==> src/wcache_macros.svh <==
/*
 * Widths, write buffer depth and source ids
 * for the data cache memory write path
 */
`ifndef WC_MACROS_SVH
`define WC_MACROS_SVH

`define WC_ADDR_W       32
`define WC_DATA_W       32
`define WC_BE_W         (`WC_DATA_W / 8)
`define WC_ID_W         1

`define WC_NSRC         2
`define WC_WBUF_DEPTH   4
`define WC_WBUF_PTR_W   2
`define WC_WBUF_CNT_W   3

// Source ids, also the arbiter indices (lower wins)
`define WC_ID_UC        1'b0
`define WC_ID_WBUF      1'b1

`endif

==> src/wcache_mem_pkg.sv <==
/*
 * Memory-side vector types
 * Address, data word, byte enables and source id
 */
`default_nettype none

`include "wcache_macros.svh"

package wcache_mem_pkg;

    // Byte address
    typedef logic [`WC_ADDR_W-1:0] mem_addr_t;

    typedef logic [`WC_DATA_W-1:0] mem_data_t;
    typedef logic [`WC_BE_W-1:0]   mem_be_t;

    // Source id carried with each request
    typedef logic [`WC_ID_W-1:0]   mem_id_t;

endpackage

`default_nettype wire

==> src/wcache_ctrl_pkg.sv <==
/*
 * State machine encodings for the arbiter and the write sources
 */
`default_nettype none

package wcache_ctrl_pkg;

    // Which half of the granted write has already left the arbiter
    typedef enum logic [1:0] {
        SEND_IDLE,
        SEND_REQ_DONE,
        SEND_DATA_DONE
    } req_send_state_t;

    // Progress of a source's head write
    typedef enum logic [1:0] {
        SRC_IDLE,
        SRC_REQ_DONE,
        SRC_DATA_DONE
    } src_state_t;

endpackage

`default_nettype wire

==> src/mem_wr_if.sv <==
/*
 * One source's memory write channels
 * Request channel (address, id) and data channel (data, byte enables)
 */
`default_nettype none

interface mem_wr_if;

    // Request channel
    logic                      req_valid;
    logic                      req_ready;
    wcache_mem_pkg::mem_addr_t req_addr;
    wcache_mem_pkg::mem_id_t   req_id;

    // Data channel
    logic                      data_valid;
    logic                      data_ready;
    wcache_mem_pkg::mem_data_t data;
    wcache_mem_pkg::mem_be_t   be;

    modport src (
        output req_valid, req_addr, req_id,
        output data_valid, data, be,
        input  req_ready, data_ready
    );

    modport arb (
        input  req_valid, req_addr, req_id,
        input  data_valid, data, be,
        output req_ready, data_ready
    );

endinterface

`default_nettype wire

==> src/wcache_fxarb.sv <==
/*
 * Fixed-priority arbiter with held grant
 * Lowest index wins, grant kept until released
 */
`default_nettype none

`include "wcache_macros.svh"

module wcache_fxarb (
    input  logic                clk_i,
    input  logic                rst_ni,
    input  logic [`WC_NSRC-1:0] req_i,
    output logic [`WC_NSRC-1:0] gnt_o,
    input  logic                release_i
);

    logic [`WC_NSRC-1:0] pri_gnt;
    logic [`WC_NSRC-1:0] gnt_q;
    logic                held_q;

    // Scan from the top so the lowest requester is the last one kept
    always_comb begin
        pri_gnt = '0;
        for (int i = `WC_NSRC - 1; i >= 0; i--) begin
            if (req_i[i]) begin
                pri_gnt    = '0;
                pri_gnt[i] = 1'b1;
            end
        end
    end

    // Fresh grant goes out in the same cycle, then stays latched
    assign gnt_o = held_q ? gnt_q : pri_gnt;

    always_ff @(posedge clk_i or negedge rst_ni) begin
        if (!rst_ni) begin
            held_q <= 1'b0;
            gnt_q  <= '0;
        end else if (release_i) begin
            held_q <= 1'b0;
        end else if (!held_q && (|req_i)) begin
            held_q <= 1'b1;
            gnt_q  <= pri_gnt;
        end
    end

endmodule

`default_nettype wire

==> src/mem_write_arbiter.sv <==
/*
 * Memory write channel arbiter
 * Keeps each granted request paired with its own data beat
 */
`default_nettype none

`include "wcache_macros.svh"

module mem_write_arbiter (
    input  logic                      clk_i,
    input  logic                      rst_ni,

    mem_wr_if.arb                     src_uc,
    mem_wr_if.arb                     src_wbuf,

    output logic                      mem_req_valid_o,
    input  logic                      mem_req_ready_i,
    output wcache_mem_pkg::mem_addr_t mem_req_addr_o,
    output wcache_mem_pkg::mem_id_t   mem_req_id_o,

    output logic                      mem_data_valid_o,
    input  logic                      mem_data_ready_i,
    output wcache_mem_pkg::mem_data_t mem_data_o,
    output wcache_mem_pkg::mem_be_t   mem_be_o
);

    wcache_ctrl_pkg::req_send_state_t send_q, send_d;

    logic [`WC_NSRC-1:0]       src_req_valid;
    logic [`WC_NSRC-1:0]       src_data_valid;
    logic [`WC_NSRC-1:0]       gnt;
    wcache_mem_pkg::mem_addr_t src_addr [`WC_NSRC];
    wcache_mem_pkg::mem_id_t   src_id   [`WC_NSRC];
    wcache_mem_pkg::mem_data_t src_data [`WC_NSRC];
    wcache_mem_pkg::mem_be_t   src_be   [`WC_NSRC];

    logic req_valid;
    logic data_valid;
    logic req_fire;
    logic data_fire;
    logic req_ready_ok;
    logic data_ready_ok;
    logic pair_done;

    // Gather both sources by their id
    assign src_req_valid[`WC_ID_UC]    = src_uc.req_valid;
    assign src_req_valid[`WC_ID_WBUF]  = src_wbuf.req_valid;
    assign src_data_valid[`WC_ID_UC]   = src_uc.data_valid;
    assign src_data_valid[`WC_ID_WBUF] = src_wbuf.data_valid;
    assign src_addr[`WC_ID_UC]         = src_uc.req_addr;
    assign src_addr[`WC_ID_WBUF]       = src_wbuf.req_addr;
    assign src_id[`WC_ID_UC]           = src_uc.req_id;
    assign src_id[`WC_ID_WBUF]         = src_wbuf.req_id;
    assign src_data[`WC_ID_UC]         = src_uc.data;
    assign src_data[`WC_ID_WBUF]       = src_wbuf.data;
    assign src_be[`WC_ID_UC]           = src_uc.be;
    assign src_be[`WC_ID_WBUF]         = src_wbuf.be;

    wcache_fxarb u_fxarb (
        .clk_i     (clk_i),
        .rst_ni    (rst_ni),
        .req_i     (src_req_valid | src_data_valid),
        .gnt_o     (gnt),
        .release_i (pair_done)
    );

    // A half that already went out stays masked until its partner goes
    assign req_ready_ok  = (send_q != wcache_ctrl_pkg::SEND_REQ_DONE);
    assign data_ready_ok = (send_q != wcache_ctrl_pkg::SEND_DATA_DONE);

    assign req_valid  = |(gnt & src_req_valid);
    assign data_valid = |(gnt & src_data_valid);

    assign mem_req_valid_o  = req_valid & req_ready_ok;
    assign mem_data_valid_o = data_valid & data_ready_ok;

    assign req_fire  = mem_req_valid_o & mem_req_ready_i;
    assign data_fire = mem_data_valid_o & mem_data_ready_i;

    always_comb begin
        send_d    = send_q;
        pair_done = 1'b0;
        case (send_q)
            wcache_ctrl_pkg::SEND_IDLE: begin
                if (req_fire && data_fire) begin
                    pair_done = 1'b1;
                end else if (req_fire) begin
                    send_d = wcache_ctrl_pkg::SEND_REQ_DONE;
                end else if (data_fire) begin
                    send_d = wcache_ctrl_pkg::SEND_DATA_DONE;
                end
            end
            wcache_ctrl_pkg::SEND_REQ_DONE: begin
                if (data_fire) begin
                    pair_done = 1'b1;
                    send_d    = wcache_ctrl_pkg::SEND_IDLE;
                end
            end
            wcache_ctrl_pkg::SEND_DATA_DONE: begin
                if (req_fire) begin
                    pair_done = 1'b1;
                    send_d    = wcache_ctrl_pkg::SEND_IDLE;
                end
            end
            default: send_d = wcache_ctrl_pkg::SEND_IDLE;
        endcase
    end

    always_ff @(posedge clk_i or negedge rst_ni) begin
        if (!rst_ni) begin
            send_q <= wcache_ctrl_pkg::SEND_IDLE;
        end else begin
            send_q <= send_d;
        end
    end

    assign src_uc.req_ready    = gnt[`WC_ID_UC] & mem_req_ready_i & req_ready_ok;
    assign src_wbuf.req_ready  = gnt[`WC_ID_WBUF] & mem_req_ready_i & req_ready_ok;
    assign src_uc.data_ready   = gnt[`WC_ID_UC] & mem_data_ready_i & data_ready_ok;
    assign src_wbuf.data_ready = gnt[`WC_ID_WBUF] & mem_data_ready_i & data_ready_ok;

    // One-hot payload mux
    always_comb begin
        mem_req_addr_o = '0;
        mem_req_id_o   = '0;
        mem_data_o     = '0;
        mem_be_o       = '0;
        for (int i = 0; i < `WC_NSRC; i++) begin
            if (gnt[i]) begin
                mem_req_addr_o = mem_req_addr_o | src_addr[i];
                mem_req_id_o   = mem_req_id_o | src_id[i];
                mem_data_o     = mem_data_o | src_data[i];
                mem_be_o       = mem_be_o | src_be[i];
            end
        end
    end

endmodule

`default_nettype wire

==> src/wbuf_drain.sv <==
/*
 * Four-entry store buffer draining onto the memory write channels
 */
`default_nettype none

`include "wcache_macros.svh"

module wbuf_drain (
    input  logic                      clk_i,
    input  logic                      rst_ni,
    input  logic                      st_valid_i,
    output logic                      st_ready_o,
    input  wcache_mem_pkg::mem_addr_t st_addr_i,
    input  wcache_mem_pkg::mem_data_t st_data_i,
    input  wcache_mem_pkg::mem_be_t   st_be_i,
    mem_wr_if.src                     mem
);

    wcache_mem_pkg::mem_addr_t addr_q [`WC_WBUF_DEPTH];
    wcache_mem_pkg::mem_data_t data_q [`WC_WBUF_DEPTH];
    wcache_mem_pkg::mem_be_t   be_q   [`WC_WBUF_DEPTH];

    logic [`WC_WBUF_PTR_W-1:0] wr_ptr_q;
    logic [`WC_WBUF_PTR_W-1:0] rd_ptr_q;
    logic [`WC_WBUF_CNT_W-1:0] count_q;
    wcache_ctrl_pkg::src_state_t state_q;

    logic push;
    logic pop;
    logic req_fire;
    logic data_fire;

    assign st_ready_o = (count_q != `WC_WBUF_CNT_W'(`WC_WBUF_DEPTH));
    assign push       = st_valid_i & st_ready_o;

    // Head entry, both halves offered until each has left
    assign mem.req_valid  = (count_q != '0) && (state_q != wcache_ctrl_pkg::SRC_REQ_DONE);
    assign mem.data_valid = (count_q != '0) && (state_q != wcache_ctrl_pkg::SRC_DATA_DONE);
    assign mem.req_addr   = addr_q[rd_ptr_q];
    assign mem.req_id     = `WC_ID_WBUF;
    assign mem.data       = data_q[rd_ptr_q];
    assign mem.be         = be_q[rd_ptr_q];

    assign req_fire  = mem.req_valid & mem.req_ready;
    assign data_fire = mem.data_valid & mem.data_ready;

    assign pop = ((state_q == wcache_ctrl_pkg::SRC_IDLE) && req_fire && data_fire) ||
                 ((state_q == wcache_ctrl_pkg::SRC_REQ_DONE) && data_fire) ||
                 ((state_q == wcache_ctrl_pkg::SRC_DATA_DONE) && req_fire);

    always_ff @(posedge clk_i) begin
        if (push) begin
            addr_q[wr_ptr_q] <= st_addr_i;
            data_q[wr_ptr_q] <= st_data_i;
            be_q[wr_ptr_q]   <= st_be_i;
        end
    end

    always_ff @(posedge clk_i or negedge rst_ni) begin
        if (!rst_ni) begin
            wr_ptr_q <= '0;
            rd_ptr_q <= '0;
            count_q  <= '0;
            state_q  <= wcache_ctrl_pkg::SRC_IDLE;
        end else begin
            if (push) begin
                wr_ptr_q <= wr_ptr_q + 1'b1;
            end
            if (pop) begin
                rd_ptr_q <= rd_ptr_q + 1'b1;
                state_q  <= wcache_ctrl_pkg::SRC_IDLE;
            end else if (req_fire) begin
                state_q <= wcache_ctrl_pkg::SRC_REQ_DONE;
            end else if (data_fire) begin
                state_q <= wcache_ctrl_pkg::SRC_DATA_DONE;
            end
            // Push and pop together leave the count unchanged
            if (push && !pop) begin
                count_q <= count_q + 1'b1;
            end else if (pop && !push) begin
                count_q <= count_q - 1'b1;
            end
        end
    end

endmodule

`default_nettype wire

==> src/uc_write.sv <==
/*
 * Single-entry uncached write unit
 */
`default_nettype none

`include "wcache_macros.svh"

module uc_write (
    input  logic                      clk_i,
    input  logic                      rst_ni,
    input  logic                      uc_valid_i,
    output logic                      uc_ready_o,
    input  wcache_mem_pkg::mem_addr_t uc_addr_i,
    input  wcache_mem_pkg::mem_data_t uc_data_i,
    input  wcache_mem_pkg::mem_be_t   uc_be_i,
    mem_wr_if.src                     mem
);

    wcache_mem_pkg::mem_addr_t   addr_q;
    wcache_mem_pkg::mem_data_t   data_q;
    wcache_mem_pkg::mem_be_t     be_q;
    logic                        full_q;
    wcache_ctrl_pkg::src_state_t state_q;

    logic accept;
    logic req_fire;
    logic data_fire;
    logic done;

    assign uc_ready_o = ~full_q;
    assign accept     = uc_valid_i & ~full_q;

    assign mem.req_valid  = full_q && (state_q != wcache_ctrl_pkg::SRC_REQ_DONE);
    assign mem.data_valid = full_q && (state_q != wcache_ctrl_pkg::SRC_DATA_DONE);
    assign mem.req_addr   = addr_q;
    assign mem.req_id     = `WC_ID_UC;
    assign mem.data       = data_q;
    assign mem.be         = be_q;

    assign req_fire  = mem.req_valid & mem.req_ready;
    assign data_fire = mem.data_valid & mem.data_ready;

    // Register frees once both halves have left
    assign done = ((state_q == wcache_ctrl_pkg::SRC_IDLE) && req_fire && data_fire) ||
                  ((state_q == wcache_ctrl_pkg::SRC_REQ_DONE) && data_fire) ||
                  ((state_q == wcache_ctrl_pkg::SRC_DATA_DONE) && req_fire);

    always_ff @(posedge clk_i) begin
        if (accept) begin
            addr_q <= uc_addr_i;
            data_q <= uc_data_i;
            be_q   <= uc_be_i;
        end
    end

    always_ff @(posedge clk_i or negedge rst_ni) begin
        if (!rst_ni) begin
            full_q  <= 1'b0;
            state_q <= wcache_ctrl_pkg::SRC_IDLE;
        end else if (accept) begin
            full_q <= 1'b1;
        end else if (done) begin
            full_q  <= 1'b0;
            state_q <= wcache_ctrl_pkg::SRC_IDLE;
        end else if (req_fire) begin
            state_q <= wcache_ctrl_pkg::SRC_REQ_DONE;
        end else if (data_fire) begin
            state_q <= wcache_ctrl_pkg::SRC_DATA_DONE;
        end
    end

endmodule

`default_nettype wire

==> src/dcache_wr_top.sv <==
/*
 * Data cache memory write path top level
 * Store buffer and uncached unit sharing one memory write port
 */
`default_nettype none

module dcache_wr_top (
    input  logic                      clk_i,
    input  logic                      rst_ni,

    input  logic                      st_valid_i,
    output logic                      st_ready_o,
    input  wcache_mem_pkg::mem_addr_t st_addr_i,
    input  wcache_mem_pkg::mem_data_t st_data_i,
    input  wcache_mem_pkg::mem_be_t   st_be_i,

    input  logic                      uc_valid_i,
    output logic                      uc_ready_o,
    input  wcache_mem_pkg::mem_addr_t uc_addr_i,
    input  wcache_mem_pkg::mem_data_t uc_data_i,
    input  wcache_mem_pkg::mem_be_t   uc_be_i,

    output logic                      mem_req_valid_o,
    input  logic                      mem_req_ready_i,
    output wcache_mem_pkg::mem_addr_t mem_req_addr_o,
    output wcache_mem_pkg::mem_id_t   mem_req_id_o,
    output logic                      mem_data_valid_o,
    input  logic                      mem_data_ready_i,
    output wcache_mem_pkg::mem_data_t mem_data_o,
    output wcache_mem_pkg::mem_be_t   mem_be_o
);

    mem_wr_if wbuf_if ();
    mem_wr_if uc_if ();

    wbuf_drain u_wbuf (
        .clk_i      (clk_i),
        .rst_ni     (rst_ni),
        .st_valid_i (st_valid_i),
        .st_ready_o (st_ready_o),
        .st_addr_i  (st_addr_i),
        .st_data_i  (st_data_i),
        .st_be_i    (st_be_i),
        .mem        (wbuf_if.src)
    );

    uc_write u_uc (
        .clk_i      (clk_i),
        .rst_ni     (rst_ni),
        .uc_valid_i (uc_valid_i),
        .uc_ready_o (uc_ready_o),
        .uc_addr_i  (uc_addr_i),
        .uc_data_i  (uc_data_i),
        .uc_be_i    (uc_be_i),
        .mem        (uc_if.src)
    );

    mem_write_arbiter u_arb (
        .clk_i            (clk_i),
        .rst_ni           (rst_ni),
        .src_uc           (uc_if.arb),
        .src_wbuf         (wbuf_if.arb),
        .mem_req_valid_o  (mem_req_valid_o),
        .mem_req_ready_i  (mem_req_ready_i),
        .mem_req_addr_o   (mem_req_addr_o),
        .mem_req_id_o     (mem_req_id_o),
        .mem_data_valid_o (mem_data_valid_o),
        .mem_data_ready_i (mem_data_ready_i),
        .mem_data_o       (mem_data_o),
        .mem_be_o         (mem_be_o)
    );

endmodule

`default_nettype wire

==> config.mk <==
export PLATFORM = sky130hd
export DESIGN_NAME = dcache_wr_top
export DESIGN_NICKNAME = d
export VERILOG_FILES = /design/src/wcache_mem_pkg.sv /design/src/wcache_ctrl_pkg.sv /design/src/mem_wr_if.sv /design/src/wcache_fxarb.sv /design/src/mem_write_arbiter.sv /design/src/wbuf_drain.sv /design/src/uc_write.sv /design/src/dcache_wr_top.sv
export VERILOG_INCLUDE_DIRS = /design/src
export SDC_FILE = /design/constraint.sdc
export NUM_CORES = 1
export LEC_CHECK = 0
export BUFFER_PORTS_ARGS = -buffer_cell sky130_fd_sc_hd__buf_2
export CELL_PAD_IN_SITES_DETAIL_PLACEMENT = 2
export CELL_PAD_IN_SITES_GLOBAL_PLACEMENT = 2
export CORE_ASPECT_RATIO = 1.2
export CORE_UTILIZATION = 25
export DETAILED_ROUTE_END_ITERATION = 6
export HOLD_SLACK_MARGIN = 0.08
export PLACE_DENSITY_LB_ADDON = 0.25
export SLEW_MARGIN = 20
export SYNTH_ARGS = -nofsm -noshare
export SYNTH_HDL_FRONTEND = slang
export SYNTH_SLANG_ARGS = --single-unit
==> constraint.sdc <==
create_clock -name clk_i -period 12.4 [get_ports clk_i]
set_clock_uncertainty 0.2 [all_clocks]
set_input_delay 1.24 -clock clk_i [delete_from_list [all_inputs] [get_ports clk_i]]
set_output_delay 1.24 -clock clk_i [all_outputs]
set_load 0.02 [all_outputs]
=== After elaboration in Yosys (flattened, before gate mapping) ===
Memories as Yosys holds them, arrays and structs flattened.
Cells that the tools add are included.
W data, S select, Z words.

* Memories kept: 3
* Bits of input ports: 142
* RAM bits: 272
* Bits in registers: 85

* Equality and inequality tests: 17
* Bitwise gates (word level): 27
* Mux-type cells: 34
* $add $sub $neg: 4
* Reductions and logical operators: 38

{| class="wikitable"
|+ Memory list
! name !! words !! bits a word !! rd ports !! clocked after memory_dff !! wr ports !! line !! text
|-
| u_wbuf.addr_q || 4 || 32 || 1 || 0 || 1 || wbuf_drain.sv:19 || <nowiki>wcache_mem_pkg::mem_addr_t addr_q [`WC_WBUF_DEPTH];</nowiki>
|-
| u_wbuf.data_q || 4 || 32 || 1 || 0 || 1 || wbuf_drain.sv:20 || <nowiki>wcache_mem_pkg::mem_data_t data_q [`WC_WBUF_DEPTH];</nowiki>
|-
| u_wbuf.be_q || 4 || 4 || 1 || 0 || 1 || wbuf_drain.sv:21 || <nowiki>wcache_mem_pkg::mem_be_t be_q [`WC_WBUF_DEPTH];</nowiki>
|}

{| class="wikitable"
|+ Operators by type and width
! kind !! number
|-
| $mux W32 || 4
|-
| $or A32 B32 Y32 || 2
|-
| $mux W2 || 14
|-
| $and A1 B1 Y1 || 18
|-
| $logic_and A1 B1 Y1 || 16
|-
| $mux W1 || 10
|-
| $ne A2 B1 Y1 const B || 5
|-
| $reduce_bool A3 Y1 || 3
|-
| $mux W4 || 2
|-
| $ne A2 B2 Y1 const B || 4
|-
| $eq A2 B1 Y1 const B || 3
|-
| $eq A2 B2 Y1 const B || 3
|-
| $logic_not A2 Y1 || 3
|-
| $mux W3 || 2
|-
| $pmux W2 S3 || 1
|-
| $reduce_bool A2 Y1 || 3
|-
| $reduce_or A2 Y1 || 3
|-
| $add A2 B1 Y2 const B || 2
|-
| $and A2 B2 Y2 || 2
|-
| $logic_or A1 B1 Y1 || 4
|-
| $or A4 B4 Y4 || 1
|-
| $reduce_and A2 Y1 || 2
|-
| $reduce_and A4 Y1 || 1
|-
| $add A3 B1 Y3 const B || 1
|-
| other kinds (7) || 11
|}

=== Longest topological paths before layout ===
Gate-level depths: netlist (run 1).

* Depth in word-level cells: 16
* Depth in mapped cells: 10

=== Hierarchy ===
Synthesis (run 1) repeated with hierarchy kept, for this count alone.

* Cell total of the unflattened synthesis: 616
* Area, all modules: 13643.1 µm²

{| class="wikitable"
|+ By module, submodules not included
! module !! area each (µm²) !! times used !! cells each
|-
| wbuf_drain || 10400.0 || 1 || 409
|-
| uc_write || 2227.1 || 1 || 89
|-
| mem_write_arbiter || 863.3 || 1 || 105
|-
| wcache_fxarb || 152.6 || 1 || 13
|}

=== Worst setup path after synthesis (run 1) ===
OpenSTA, ideal clock, no wires.

* Path kind: input -> register
* Start point: input port uc_valid_i
* End point: register u_uc.be_q[0] (netlist: u_uc.mem.be[0]) (enable)
* Setup slack: 7.472 ns
* Data arrival time: 4.225 ns
* Data required time: 11.697 ns
* Cell stages on the path: 1
* Path buffers: 0
* Path through: nor2b_1

* Longest elaborated chain between the ends: 1

{| class="wikitable"
|+ Ends and longest elaborated chain
! element !! line !! text
|-
| from (decl) || dcache_wr_top.sv:17 || <nowiki>input logic uc_valid_i,</nowiki>
|-
| $and A1 B1 Y1 || uc_write.sv:31 || <nowiki>assign accept = uc_valid_i & ~full_q;</nowiki>
|-
| to (signal assigned) || uc_write.sv:52 || <nowiki>be_q <= uc_be_i;</nowiki>
|-
| to (decl) || uc_write.sv:21 || <nowiki>wcache_mem_pkg::mem_be_t be_q;</nowiki>
|}

Every way passes these cells.
A chain may end at the register's enable or synchronous reset.

=== Worst setup path after layout (run 1) ===
* Start point: register u_wbuf.rd_ptr_q[0]
* End point: output port mem_data_o[9]

* Longest elaborated chain between the ends: 3

{| class="wikitable"
|+ Ends and longest elaborated chain
! element !! line !! text
|-
| from (decl) || wbuf_drain.sv:24 || <nowiki>logic [`WC_WBUF_PTR_W-1:0] rd_ptr_q;</nowiki>
|-
| from (signal assigned) || wbuf_drain.sv:70 || <nowiki>rd_ptr_q <= rd_ptr_q + 1'b1;</nowiki>
|-
| $mem_v2 Z4 W32 || n/a ||
|-
| $or A32 B32 Y32 || mem_write_arbiter.sv:132 || <nowiki>mem_data_o = mem_data_o | src_data[i];</nowiki>
|-
| $mux W32 || mem_write_arbiter.sv:129 || <nowiki>if (gnt[i]) begin</nowiki>
|-
| to (decl) || dcache_wr_top.sv:29 || <nowiki>output wcache_mem_pkg::mem_data_t mem_data_o,</nowiki>
|}

Every way passes these cells.

==> run metrics, run 1 <==
unrepaired setup endpoints after global routing false; clock tree from TritonCTS built; via count of the first global-routing pass about 8200; # IOs 215; Synth Area per Inst 21.9 sq um; ys flop type edfxtp_1; Met1 Routed Length 14000 um; Leak 5.84 nW; max-cap violations 0; count of cell types in the netlist 39; first-pass GRT wire length around 53000 um; type of the worst setup path reg2out; post-placement setup slack about 8000 ps; Top Metal Used met5; final-stage net count 1000; critical path endpoint category output pin; sum of negative setup slack 0 ps; maximum operating frequency about 210 MHz; final hold violation count 0; post-route antenna net violation count 0; min Tclk post-route approximately 4800 ps; cell count after synthesis a little over 600; vias per cell 4.40; fraction of final layout cells with drive strength greater than 1 roughly two fifths; hold-fix buffer count after cts 0; number of vias after detailed routing 7008; post-cts repair resize count 0; worst skew pair latency roughly 540 ps; PortBufs roughly 210; kind of start point of the critical path flip-flop; slew margin rel. 35.5%; CP bufs+invs 2; relative area change from synthesis to final layout 24.2%; largest net degree at the start of global routing 70; initial detailed-routing violation count 288; PnR worst setup slack around 7600 ps; overall overflow remaining after global route 0; Hold WC Path Type reg2reg; max-slew violation count 0; Arr. time, crit path roughly 3300 ps; estimated wirelength of the detail-placed design approximately 21000 um; Final period util between 30% and 40%; total number of placement rows a little over 90; Initial Utilization roughly a quarter; initial antenna violation count 6; number of flops mapped to enable cells by yosys 340; Max VDD drop approximately 0.12 mV; required arrival time at the worst endpoint between 10000 and 15000 ps; total global-route track usage between 10% and 20%; final routed wire length divided by cell count 21.8 um; met3 WL post-DR 1750 um; Die Ht 257 um; DRC viols 0; Met2 Routed Length roughly 18000 um; result of the run complete, no violations; critical path's top delay family flip-flops; Post-CTS Setup Repair Bufs 0; clock buffer count from CTS 41; CTS H-tree lvls 2; clock edge transition at the registers on the reported setup and hold paths 60 ps; Worst Path Max Fanout 42; final weighted congestion of routability-driven global placement 0.671; mapped cell area about 0.014 sq mm; root buffer selected by CTS clkbuf_16; router iterations before antenna repair 4; flip-flop and latch count after synthesis 357; Setup violations, final 0; crit path max-delay cell type dfrtp_4; asr flop ratio synth under 10%; PwrDens between 200 and 300 mW/mm^2; number of nets produced by synthesis around 770; Cell Chain, Critical Path buf_4, mux4_2, a22o_1, buf_2; die area about 0.055 sq mm; Core Area roughly 0.054 sq mm; Total Routed Length between 30000 and 40000 um; Post-Route Utilization 31.4%; Worst-Margin Slew 968 ps; maximum cell stage delay along the critical path 1060 ps; Num Clock Sinks 357; WHS roughly 330 ps; Warnings, synthesis 0; horizontal extent of the die 214 um; largest buffer count on any clock path 3; sequential fraction of the synthesis area about four fifths
==> routing by layer <==
metal	global-route usage, %	vias to the layer above
met5	0	-
met4	4.50	8
met3	3.17	61
met2	22.9	169
met1	14.8	3691
li1	-	3079
==> cells in the mapped netlist (2+ instances only) <==
library cell	number	area share (%)
a22o_1	68	4.4
clkbuf_1	11	0.31
nor2b_1	3	0.14
a21oi_1	6	0.22
and2_1	4	0.19
dfrtp_1	17	3.1
o22ai_1	2	0.093
nand2_1	7	0.19
mux4_2	68	11
buf_2	19	0.70
and3_1	4	0.19
a41oi_1	2	0.13
edfxtp_1	340	75
xnor2_1	4	0.26
o21a_1	2	0.11
nand2b_1	7	0.32
buf_6	2	0.17
nor3_1	5	0.19
xor2_1	2	0.13
o21ai_0	5	0.19
nor2_1	9	0.25
inv_1	8	0.22
o2111ai_1	3	0.19
ha_1	5	0.46
==> power breakdown <==
group	internal [mW]	total, mW	switching [mW]
combinational	0.569	1.41	0.843
clock	0.747	1.23	0.481
sequential	1.58	1.72	0.141
total	2.89	4.36	1.46
==> cells by family after synthesis <==
family | after synthesis | synth area share [%]
flip-flops | 357 | 78.6
AO/OA/AOI/OAI | 97 | 5.88
adder cells (fa/ha/maj) | 6 | 0.611
buffers and inverters | 40 | 1.40
AND/OR/NAND/NOR | 43 | 1.67
XOR/XNOR | 6 | 0.389
multiplexers | 69 | 11.4
==> flip-flops by register name, indices dropped and copies added (netlist names) <==
signal,count
u_arb.send_q,2
u_arb.u_fxarb.gnt_q,2
u_arb.u_fxarb.held_q,1
u_uc.full_q,1
u_uc.mem.be,4
u_uc.mem.data,32
u_uc.mem.req_addr,32
u_uc.state_q,2
u_wbuf.addr_q,128
u_wbuf.be_q,16
u_wbuf.count_q,3
u_wbuf.data_q,128
u_wbuf.rd_ptr_q,2
u_wbuf.state_q,2
u_wbuf.wr_ptr_q,2
==> per-stage QoR <==
stage | instance area, sq um | power, mW | cells
final | 16800 | 4.36 | 1593
after CTS | 16800 | 4.47 | 1591
after global routing | 16800 | 4.60 | 1592
after detailed placement | 15500 | 3.21 | 1521
after global placement | 15400 | 3.19 | 1520
after floorplan | 13500 | 2.69 | 618
==> final timing paths <==
kind	cells after the start	end	from	slack [ps]
min in group asynchronous	1	u_arb.send_q[0]	rst_ni	440
max in group asynchronous	1	u_wbuf.rd_ptr_q[0]	rst_ni	11200
hold reg to reg	1	u_wbuf.count_q[2]	u_wbuf.count_q[2]	330
setup / recovery	4	mem_data_o[9]	u_wbuf.rd_ptr_q[0]	7630
hold / removal	1	u_wbuf.count_q[2]	u_wbuf.count_q[2]	330
setup reg to reg	7	u_wbuf.count_q[1]	u_uc.full_q	9690
==> area by class of cell <==
type | instances | area (sq um)
timing repair buffer | 223 | 1150
inverter | 8 | 30.0
sequential | 357 | 10600
multi-input combinational | 221 | 2750
fill | 5420 | 36700
clock inverter | 23 | 282
antenna | 2 | 5.00
clock buffer | 47 | 1050
tap | 712 | 891
==> placed cells by master, fill, tap and decap left out, drive strengths merged, types with 2 or more instances in the layout <==
cell type	synthesis	final
edfxtp	340	340
and2	5	5
nand2b	7	7
mux4	68	68
inv	8	8
diode	0	2
o21a	2	2
nor2	9	9
nor3	5	5
buf	21	223
o2111ai	3	3
ha	5	5
o21ai	6	6
nor2b	3	3
bufinv	0	7
xnor2	4	4
o22ai	2	2
a41oi	2	2
xor2	2	2
and3	4	4
clkinv	0	15
a22o	68	68
clkbuf	11	47
a21oi	6	6
dfrtp	17	17
nand2	7	7
Power figures use the tool's default switching activity.
==> inputs of run 2 (changes only) <==
- clock period: 12.4 -> 4.5 ns (I/O delays scaled with it)
==> run 2 against run 1 <==
Compared with the run above:
- non-clock buffer count increased by 145
- first-iteration DRC count increased by 6.3%
- hold slack got worse by 140 ps
- register-to-register slack got worse by 7900 ps
- combinational power increased to 2.9 times the previous value
- routed wire length increased by 1.6%
- largest power group unchanged
- highest routed layer unchanged
==> run metrics, run 2 (synthesized netlist as in run 1, its figures left out) <==
clock tree from TritonCTS built (unchanged); largest buffer count on any clock path 3 (unchanged); total number of placement rows 93 (unchanged); vias per cell 4.32 (was 4.40); post-placement setup slack 1510 ps (was 8010 ps); type of the worst setup path reg2out (unchanged); Hold WC Path Type in2async (was reg2reg); Setup violations, final 0 (unchanged); final weighted congestion of routability-driven global placement 0.715 (was 0.671); min Tclk post-route between 3000 and 4000 ps; number of vias after detailed routing 7540 (was 7008); post-route antenna net violation count 0 (unchanged); critical path depth 4 (unchanged); post-detailed-placement cell area 0.0155 sq mm (about the same); required arrival time at the worst endpoint 3850 ps (was 10960 ps); Final period util between 70% and 80%; slew margin rel. 31.9% (was 35.5%); via count of the first global-routing pass 8776 (was 8156); initial antenna violation count 4 (was 6); clock edge transition at the registers on the reported setup and hold paths 60 ps (about the same); router iterations before antenna repair 6 (was 4); maximum cell stage delay along the critical path 810 ps (was 1060 ps); # IOs 215 (unchanged); critical path endpoint category output pin (unchanged); commonest non-fill, non-tap cell in the layout edfxtp_1 (unchanged); initial detailed-routing violation count 306 (was 288); fraction of final layout cells with drive strength greater than 1 36.3% (was 40.7%); clock buffer count from CTS 44 (was 41); estimated wirelength of the detail-placed design 21000 um (about the same); PortBufs 214 (unchanged); max-cap violations 0 (unchanged); die area 0.0550 sq mm (unchanged); Core Area 0.0535 sq mm (unchanged); Arr. time, crit path 2810 ps (was 3330 ps); PnR worst setup slack 1040 ps (was 7630 ps); total instance count after detailed placement 1526 (was 1521); kind of start point of the critical path flip-flop (unchanged); Leak 6.56 nW (was 5.84 nW); final routed wire length divided by cell count 20.3 um (was 21.8 um); final total power 12.5 mW (was 4.36 mW); CP bufs+invs 2 (unchanged); Worst Path Max Fanout 26 (was 42); worst-case reg-to-reg path depth 7 (unchanged); DRC viols 0 (unchanged); non-filler cells, final 1745 (was 1593); maximum operating frequency between 200 and 300 MHz; final-stage net count 1148 (was 1000); worst skew pair latency 560 ps (was 540 ps); CTS H-tree lvls 2 (unchanged); area of all placed cells without fillers 0.0184 sq mm (was 0.0168 sq mm); PwrDens 679 mW/mm^2 (was 260 mW/mm^2); first-pass GRT wire length 54200 um (was 52600 um); overall overflow remaining after global route 0 (unchanged); sum of negative setup slack 0 ps (unchanged); total global-route track usage 13.1% (was 12.8%); crit path max-delay cell type dfrtp_4 (unchanged); horizontal extent of the die 214 um (unchanged); Num Clock Sinks 357 (unchanged); Post-CTS Setup Repair Bufs 0 (unchanged); registers with the highest flip-flop counts u_wbuf.addr_q (128), u_wbuf.data_q (128) (unchanged); Initial Utilization 25.3% (unchanged); commonest cells after routing, fill and taps aside edfxtp_1 (340), buf_2 (214), dlygate4sd3_1 (140) (was edfxtp_1 (340), buf_2 (214), mux4_2 (68), a22o_1 (68), clkbuf_16 (41)); critical path's top delay family flip-flops (unchanged); max-slew violation count 0 (unchanged); unrepaired setup endpoints after global routing false (unchanged); largest net degree at the start of global routing 70 (unchanged); Die Ht 257 um (unchanged); Worst-Margin Slew 1020 ps (was 968 ps); root buffer selected by CTS clkbuf_16 (unchanged); Max VDD drop 0.293 mV (was 0.120 mV); final hold violation count 0 (unchanged); relative area change from synthesis to final layout 36.4% (was 24.2%); Cell Chain, Critical Path buf_4, mux4_2, a22o_1, buf_2 (unchanged); Total Routed Length 35400 um (was 34800 um); result of the run complete, no violations (unchanged)
run 2: changes by cell type in the layout (fill, tap and decap cells not counted), moves of 2 or more:
cell / before / now
buf_12: 1 / 3
buf_4: 8 / 11
bufinv_16: 7 / 9
clkbuf_16: 41 / 45
clkinv_1: 9 / 6
clkinv_2: 6 / 10
dlygate4sd3_1: 0 / 140
run 2: timing repair:
item / in CTS / in global routing
gates resized for setup: 0 / 0
hold buffers: 140 / 0
endpoints found under the hold margin: 361 / 0
setup endpoints to repair: 0 / 0
run 2: path summary, 6_finish.rpt:
check                                             from                     end  slack (ps)
worst min register to register  u_arb.u_fxarb.gnt_q[0]  u_arb.u_fxarb.gnt_q[0]         330
worst max register to register             u_uc.full_q       u_wbuf.count_q[1]        1800
worst min-delay path                            rst_ni      u_wbuf.rd_ptr_q[1]         190
worst max-delay path                u_wbuf.rd_ptr_q[0]       mem_req_addr_o[1]        1040
max in group asynchronous                       rst_ni      u_wbuf.rd_ptr_q[0]        3560
min in group clk_i                          st_valid_i      u_wbuf.wr_ptr_q[0]         240
run 2: layer usage:
metal	part of all wire (%)	global-route usage, %	vias to the layer above	wire, um
li1	-	-	3378	-
met1	40	15.3	3919	14300
met2	52	23.8	178	18500
met3	4.6	2.95	59	1630
met4	2.5	4.21	6	875
met5	0.11	0	-	39
run 2: through the flow:
stage | hold slack [ps] | util, %
final | 191 | 34.5
after global routing | 203 | 34.5
after CTS | 152 | 34.5
after detailed placement | 234 | 29.0
after global placement | 231 | 29.0
after floorplan | -45.6 | -
run 2: layout make-up:
cell class              instances  area [sq um]
clock buffers                  51          1160
repair buffers                368          2620
well taps                     712           891
multi-input cells             221          2750
flip-flops and latches        357         10600
fillers                      5323         35100
clock inverters                27           363
diodes                          1          2.50
inverters                       8          30.0
run 2: where the power goes:
part / internal [mW] / switching (mW)
registers: 4.35 / 0.364
logic: 1.70 / 2.37
clock network: 2.35 / 1.40
total: 8.40 / 4.13
==> inputs of run 3 (changes only) <==
- ABC_AREA: not set -> 1
- clock period: 4.5 -> 3.2 ns (I/O delays scaled with it)
==> run 3 against run 2 <==
Compared with the run above:
- die area rose by 3.6%
- sequential power rose by 37%
- global-route usage rose by 1.7 points
- largest cell class unchanged
- routed wire length rose by 19%
- sequential cell count did not move
- setup slack got worse by 790 ps
- highest routed layer unchanged
- sequential share of layout area fell by 1.2 points
- synthesized area rose by 3.6%
- core utilization fell by 0.24 points
- count of clock-buffer cells in the layout rose by 6
==> run metrics, run 3 <==
Num Clock Sinks 357 (unchanged); top-count cell post-synth edfxtp_1 (unchanged); overall overflow remaining after global route 0 (unchanged); # IOs 215 (unchanged); root buffer selected by CTS clkbuf_16 (unchanged); Warnings, synthesis 0 (unchanged); max-slew violation count 0 (unchanged); commonest non-fill, non-tap cell in the layout edfxtp_1 (unchanged); min Tclk post-route approximately 3000 ps; Final period util between 90 and 100%; number of nets produced by synthesis 1226 (was 766); synthesized-area fraction occupied by and/or/nand/nor cells 7.49% (was 1.67%); Arr. time, crit path 2430 ps (was 2810 ps); mapped cell area 0.0140 sq mm (was 0.0135 sq mm); Logic pwr share 37.1% (was 32.4%); sum of negative setup slack 0 ps (unchanged); sequential fraction of the synthesis area 75.9% (was 78.6%); largest net degree at the start of global routing 70 (unchanged); DRC viols 0 (unchanged); die area 0.0570 sq mm (was 0.0550 sq mm); Leak 7.03 nW (was 6.56 nW); filler cell count in the final layout 5799 (was 5323); area of the multi-input gates 0.00278 sq mm (was 0.00275 sq mm); CTS H-tree lvls 2 (unchanged); initial antenna violation count 3 (was 4); commonest cells after routing, fill and taps aside edfxtp_1 (340), buf_2 (214), nor2_1 (146) (was edfxtp_1 (340), buf_2 (214), dlygate4sd3_1 (140)); PwrDens 933 mW/mm^2 (was 679 mW/mm^2); clock tree from TritonCTS built (unchanged); Synth Area per Inst 13.0 sq um (was 21.9 sq um); Post-Route Utilization 34.2% (was 34.5%); post-placement setup slack 605 ps (was 1510 ps); router iterations before antenna repair 4 (was 6); fraction of final layout cells with drive strength greater than 1 22.1% (was 36.3%); synthesized-area fraction occupied by adder cells 0.590% (was 0.611%); WHS 228 ps (was 191 ps); Psw 6.73 mW (was 4.13 mW); clock buffer count from CTS 42 (was 44); cell types with the largest area share after synthesis edfxtp_1 (73%), o21ai_0 (5.1%), nor2_1 (4.0%) (was edfxtp_1 (75%), mux4_2 (11%), a22o_1 (4.4%)); Hold WC Path Type in2reg (was in2async); final-stage net count 1593 (was 1148); Die Ht 261 um (was 257 um); Total Routed Length 42000 um (was 35400 um); PnR worst setup slack 245 ps (was 1040 ps); cell count after synthesis 1078 (was 618); Max VDD drop 0.469 mV (was 0.293 mV); horizontal extent of the die 218 um (was 214 um); Setup violations, final 0 (unchanged); post-cts repair resize count 0 (unchanged); non-filler cells, final 2195 (was 1745); area share of the largest cell type after synthesis 72.9% (was 75.5%); vias per cell 4.46 (was 4.32); post-detailed-placement cell area 0.0161 sq mm (was 0.0155 sq mm); final weighted congestion of routability-driven global placement 0.688 (was 0.715); post-route antenna net violation count 0 (unchanged); Net Sw Frac 38.3% (was 33.0%); CP bufs+invs 3 (was 2); area of all placed cells without fillers 0.0188 sq mm (was 0.0184 sq mm); Initial Utilization 25.4% (was 25.3%); initial detailed-routing violation count 304 (was 306); final total power 17.6 mW (was 12.5 mW); cell taking the most area after synthesis edfxtp_1 (unchanged); most common library cells after synthesis edfxtp_1 (340), nor2_1 (151), o21ai_0 (144) (was edfxtp_1 (340), a22o_1 (68), mux4_2 (68)); largest buffer count on any clock path 3 (unchanged); first-pass GRT wire length 64200 um (was 54200 um); clock edge transition at the registers on the reported setup and hold paths 60 ps (about the same); sequential standard cell area 0.0106 sq mm (unchanged); main combinational cell family by area after synthesis compound AO/OA/AOI/OAI gates (was multiplexers); Worst Path Max Fanout 68 (was 26); unrepaired setup endpoints after global routing false (unchanged); Post-Synth XOR/XNOR Area 0.313% (was 0.389%); area fraction in compound gates after synthesis 11.0% (was 5.88%); max-cap violations 0 (unchanged); flip-flop and latch count after synthesis 357 (unchanged); count of cell types in the netlist 28 (was 39); number of vias after detailed routing 9781 (was 7540); via count of the first global-routing pass 11099 (was 8776); Cell Chain, Critical Path inv_4, buf_12, o21ai_0, o22ai_1, nand2_1, o21ai_1, buf_2 (was buf_4, mux4_2, a22o_1, buf_2); critical path's top delay family buffers and inverters (was flip-flops); total number of placement rows 94 (was 93); worst skew pair latency 560 ps (about the same); maximum operating frequency between 300 and 400 MHz; slew margin rel. 41.0% (was 31.9%); required arrival time at the worst endpoint 2680 ps (was 3850 ps); cell-internal power 10.9 mW (was 8.40 mW); kind of start point of the critical path flip-flop (unchanged); estimated wirelength of the detail-placed design 24500 um (was 21000 um); clock share of power 26.2% (was 29.9%); Worst-Margin Slew 883 ps (was 1020 ps); final routed wire length divided by cell count 19.2 um (was 20.3 um); relative area change from synthesis to final layout 34.5% (was 36.4%); result of the run complete, no violations (unchanged); maximum cell stage delay along the critical path 570 ps (was 810 ps); final hold violation count 0 (unchanged); critical path endpoint category output pin (unchanged); total instance count after detailed placement 1976 (was 1526); total global-route track usage 14.9% (was 13.1%); worst setup slack for register-to-register paths 610 ps (was 1800 ps); type of the worst setup path reg2out (unchanged); registers with the highest flip-flop counts u_wbuf.addr_q (128), u_wbuf.data_q (128) (unchanged); number of flops mapped to enable cells by yosys 340 (unchanged); crit path max-delay cell type dfrtp_4 (unchanged); Core Area 0.0550 sq mm (was 0.0535 sq mm); mux cell area share after synthesis 0.0804% (was 11.4%); PortBufs 214 (unchanged); part of the power in registers 36.7% (was 37.6%); ys flop type edfxtp_1 (unchanged); asr flop ratio synth 4.76% (unchanged)
## run 3: metal layers
metal / vias up / track usage, % / share of wire [%]
li1: 4577 / - / -
met1: 4993 / 18.0 / 43
met2: 156 / 26.9 / 52
met3: 51 / 2.76 / 3.4
met4: 4 / 3.73 / 1.8
met5: - / 0 / 0.057
## run 3: area by class of cell
cell class	count	share of cell area (%)
flip-flops and latches	357	56.5
repair buffers	383	15.1
multi-input cells	564	14.8
clock buffers	57	5.98
well taps	720	4.78
inverters	97	1.95
clock inverters	15	0.916
diodes	2	0.0266
## run 3: worst min-delay path, cell delays in order
cell,delay (ps)
buf_2,80
nand2_1,270
xor2_1,260
## run 3: timing repair
action | 4_1_cts | 5_1_grt
setup endpoints to repair | 1 | 28
hold buffers | 142 | 0
pin swaps | 1 | 1
setup buffers | 0 | 3
endpoints found under the hold margin | 361 | 0
cloned | 0 | 0
## run 3: cell families after synthesis
| logic type | after synthesis |
|---|---|
| fa+ha+maj | 6 |
| compound gates | 290 |
| xor+xnor | 5 |
| flops | 357 |
| buf+inv | 157 |
| mux | 1 |
| simple gates | 262 |
## run 3: worst paths after layout
check                                       start                     end  cells after the start
hold reg to reg            u_arb.u_fxarb.gnt_q[1]  u_arb.u_fxarb.gnt_q[1]                      2
hold / removal                         st_valid_i      u_wbuf.wr_ptr_q[0]                      3
setup / recovery               u_wbuf.rd_ptr_q[0]          mem_data_o[21]                      7
max in group asynchronous                  rst_ni      u_wbuf.rd_ptr_q[0]                      3
min in group asynchronous                  rst_ni  u_arb.u_fxarb.gnt_q[0]                      3
setup reg to reg                      u_uc.full_q       u_wbuf.count_q[1]                     10
## run 3: power groups by stage
stage	clock network, mW	logic [mW]	registers [mW]
after CTS	4.76	6.69	6.47
final	4.60	6.53	6.46
after detailed placement	0	6.50	6.56
after global placement	0	6.36	6.51
after global routing	4.92	7.27	6.54
after floorplan	0	3.92	6.46
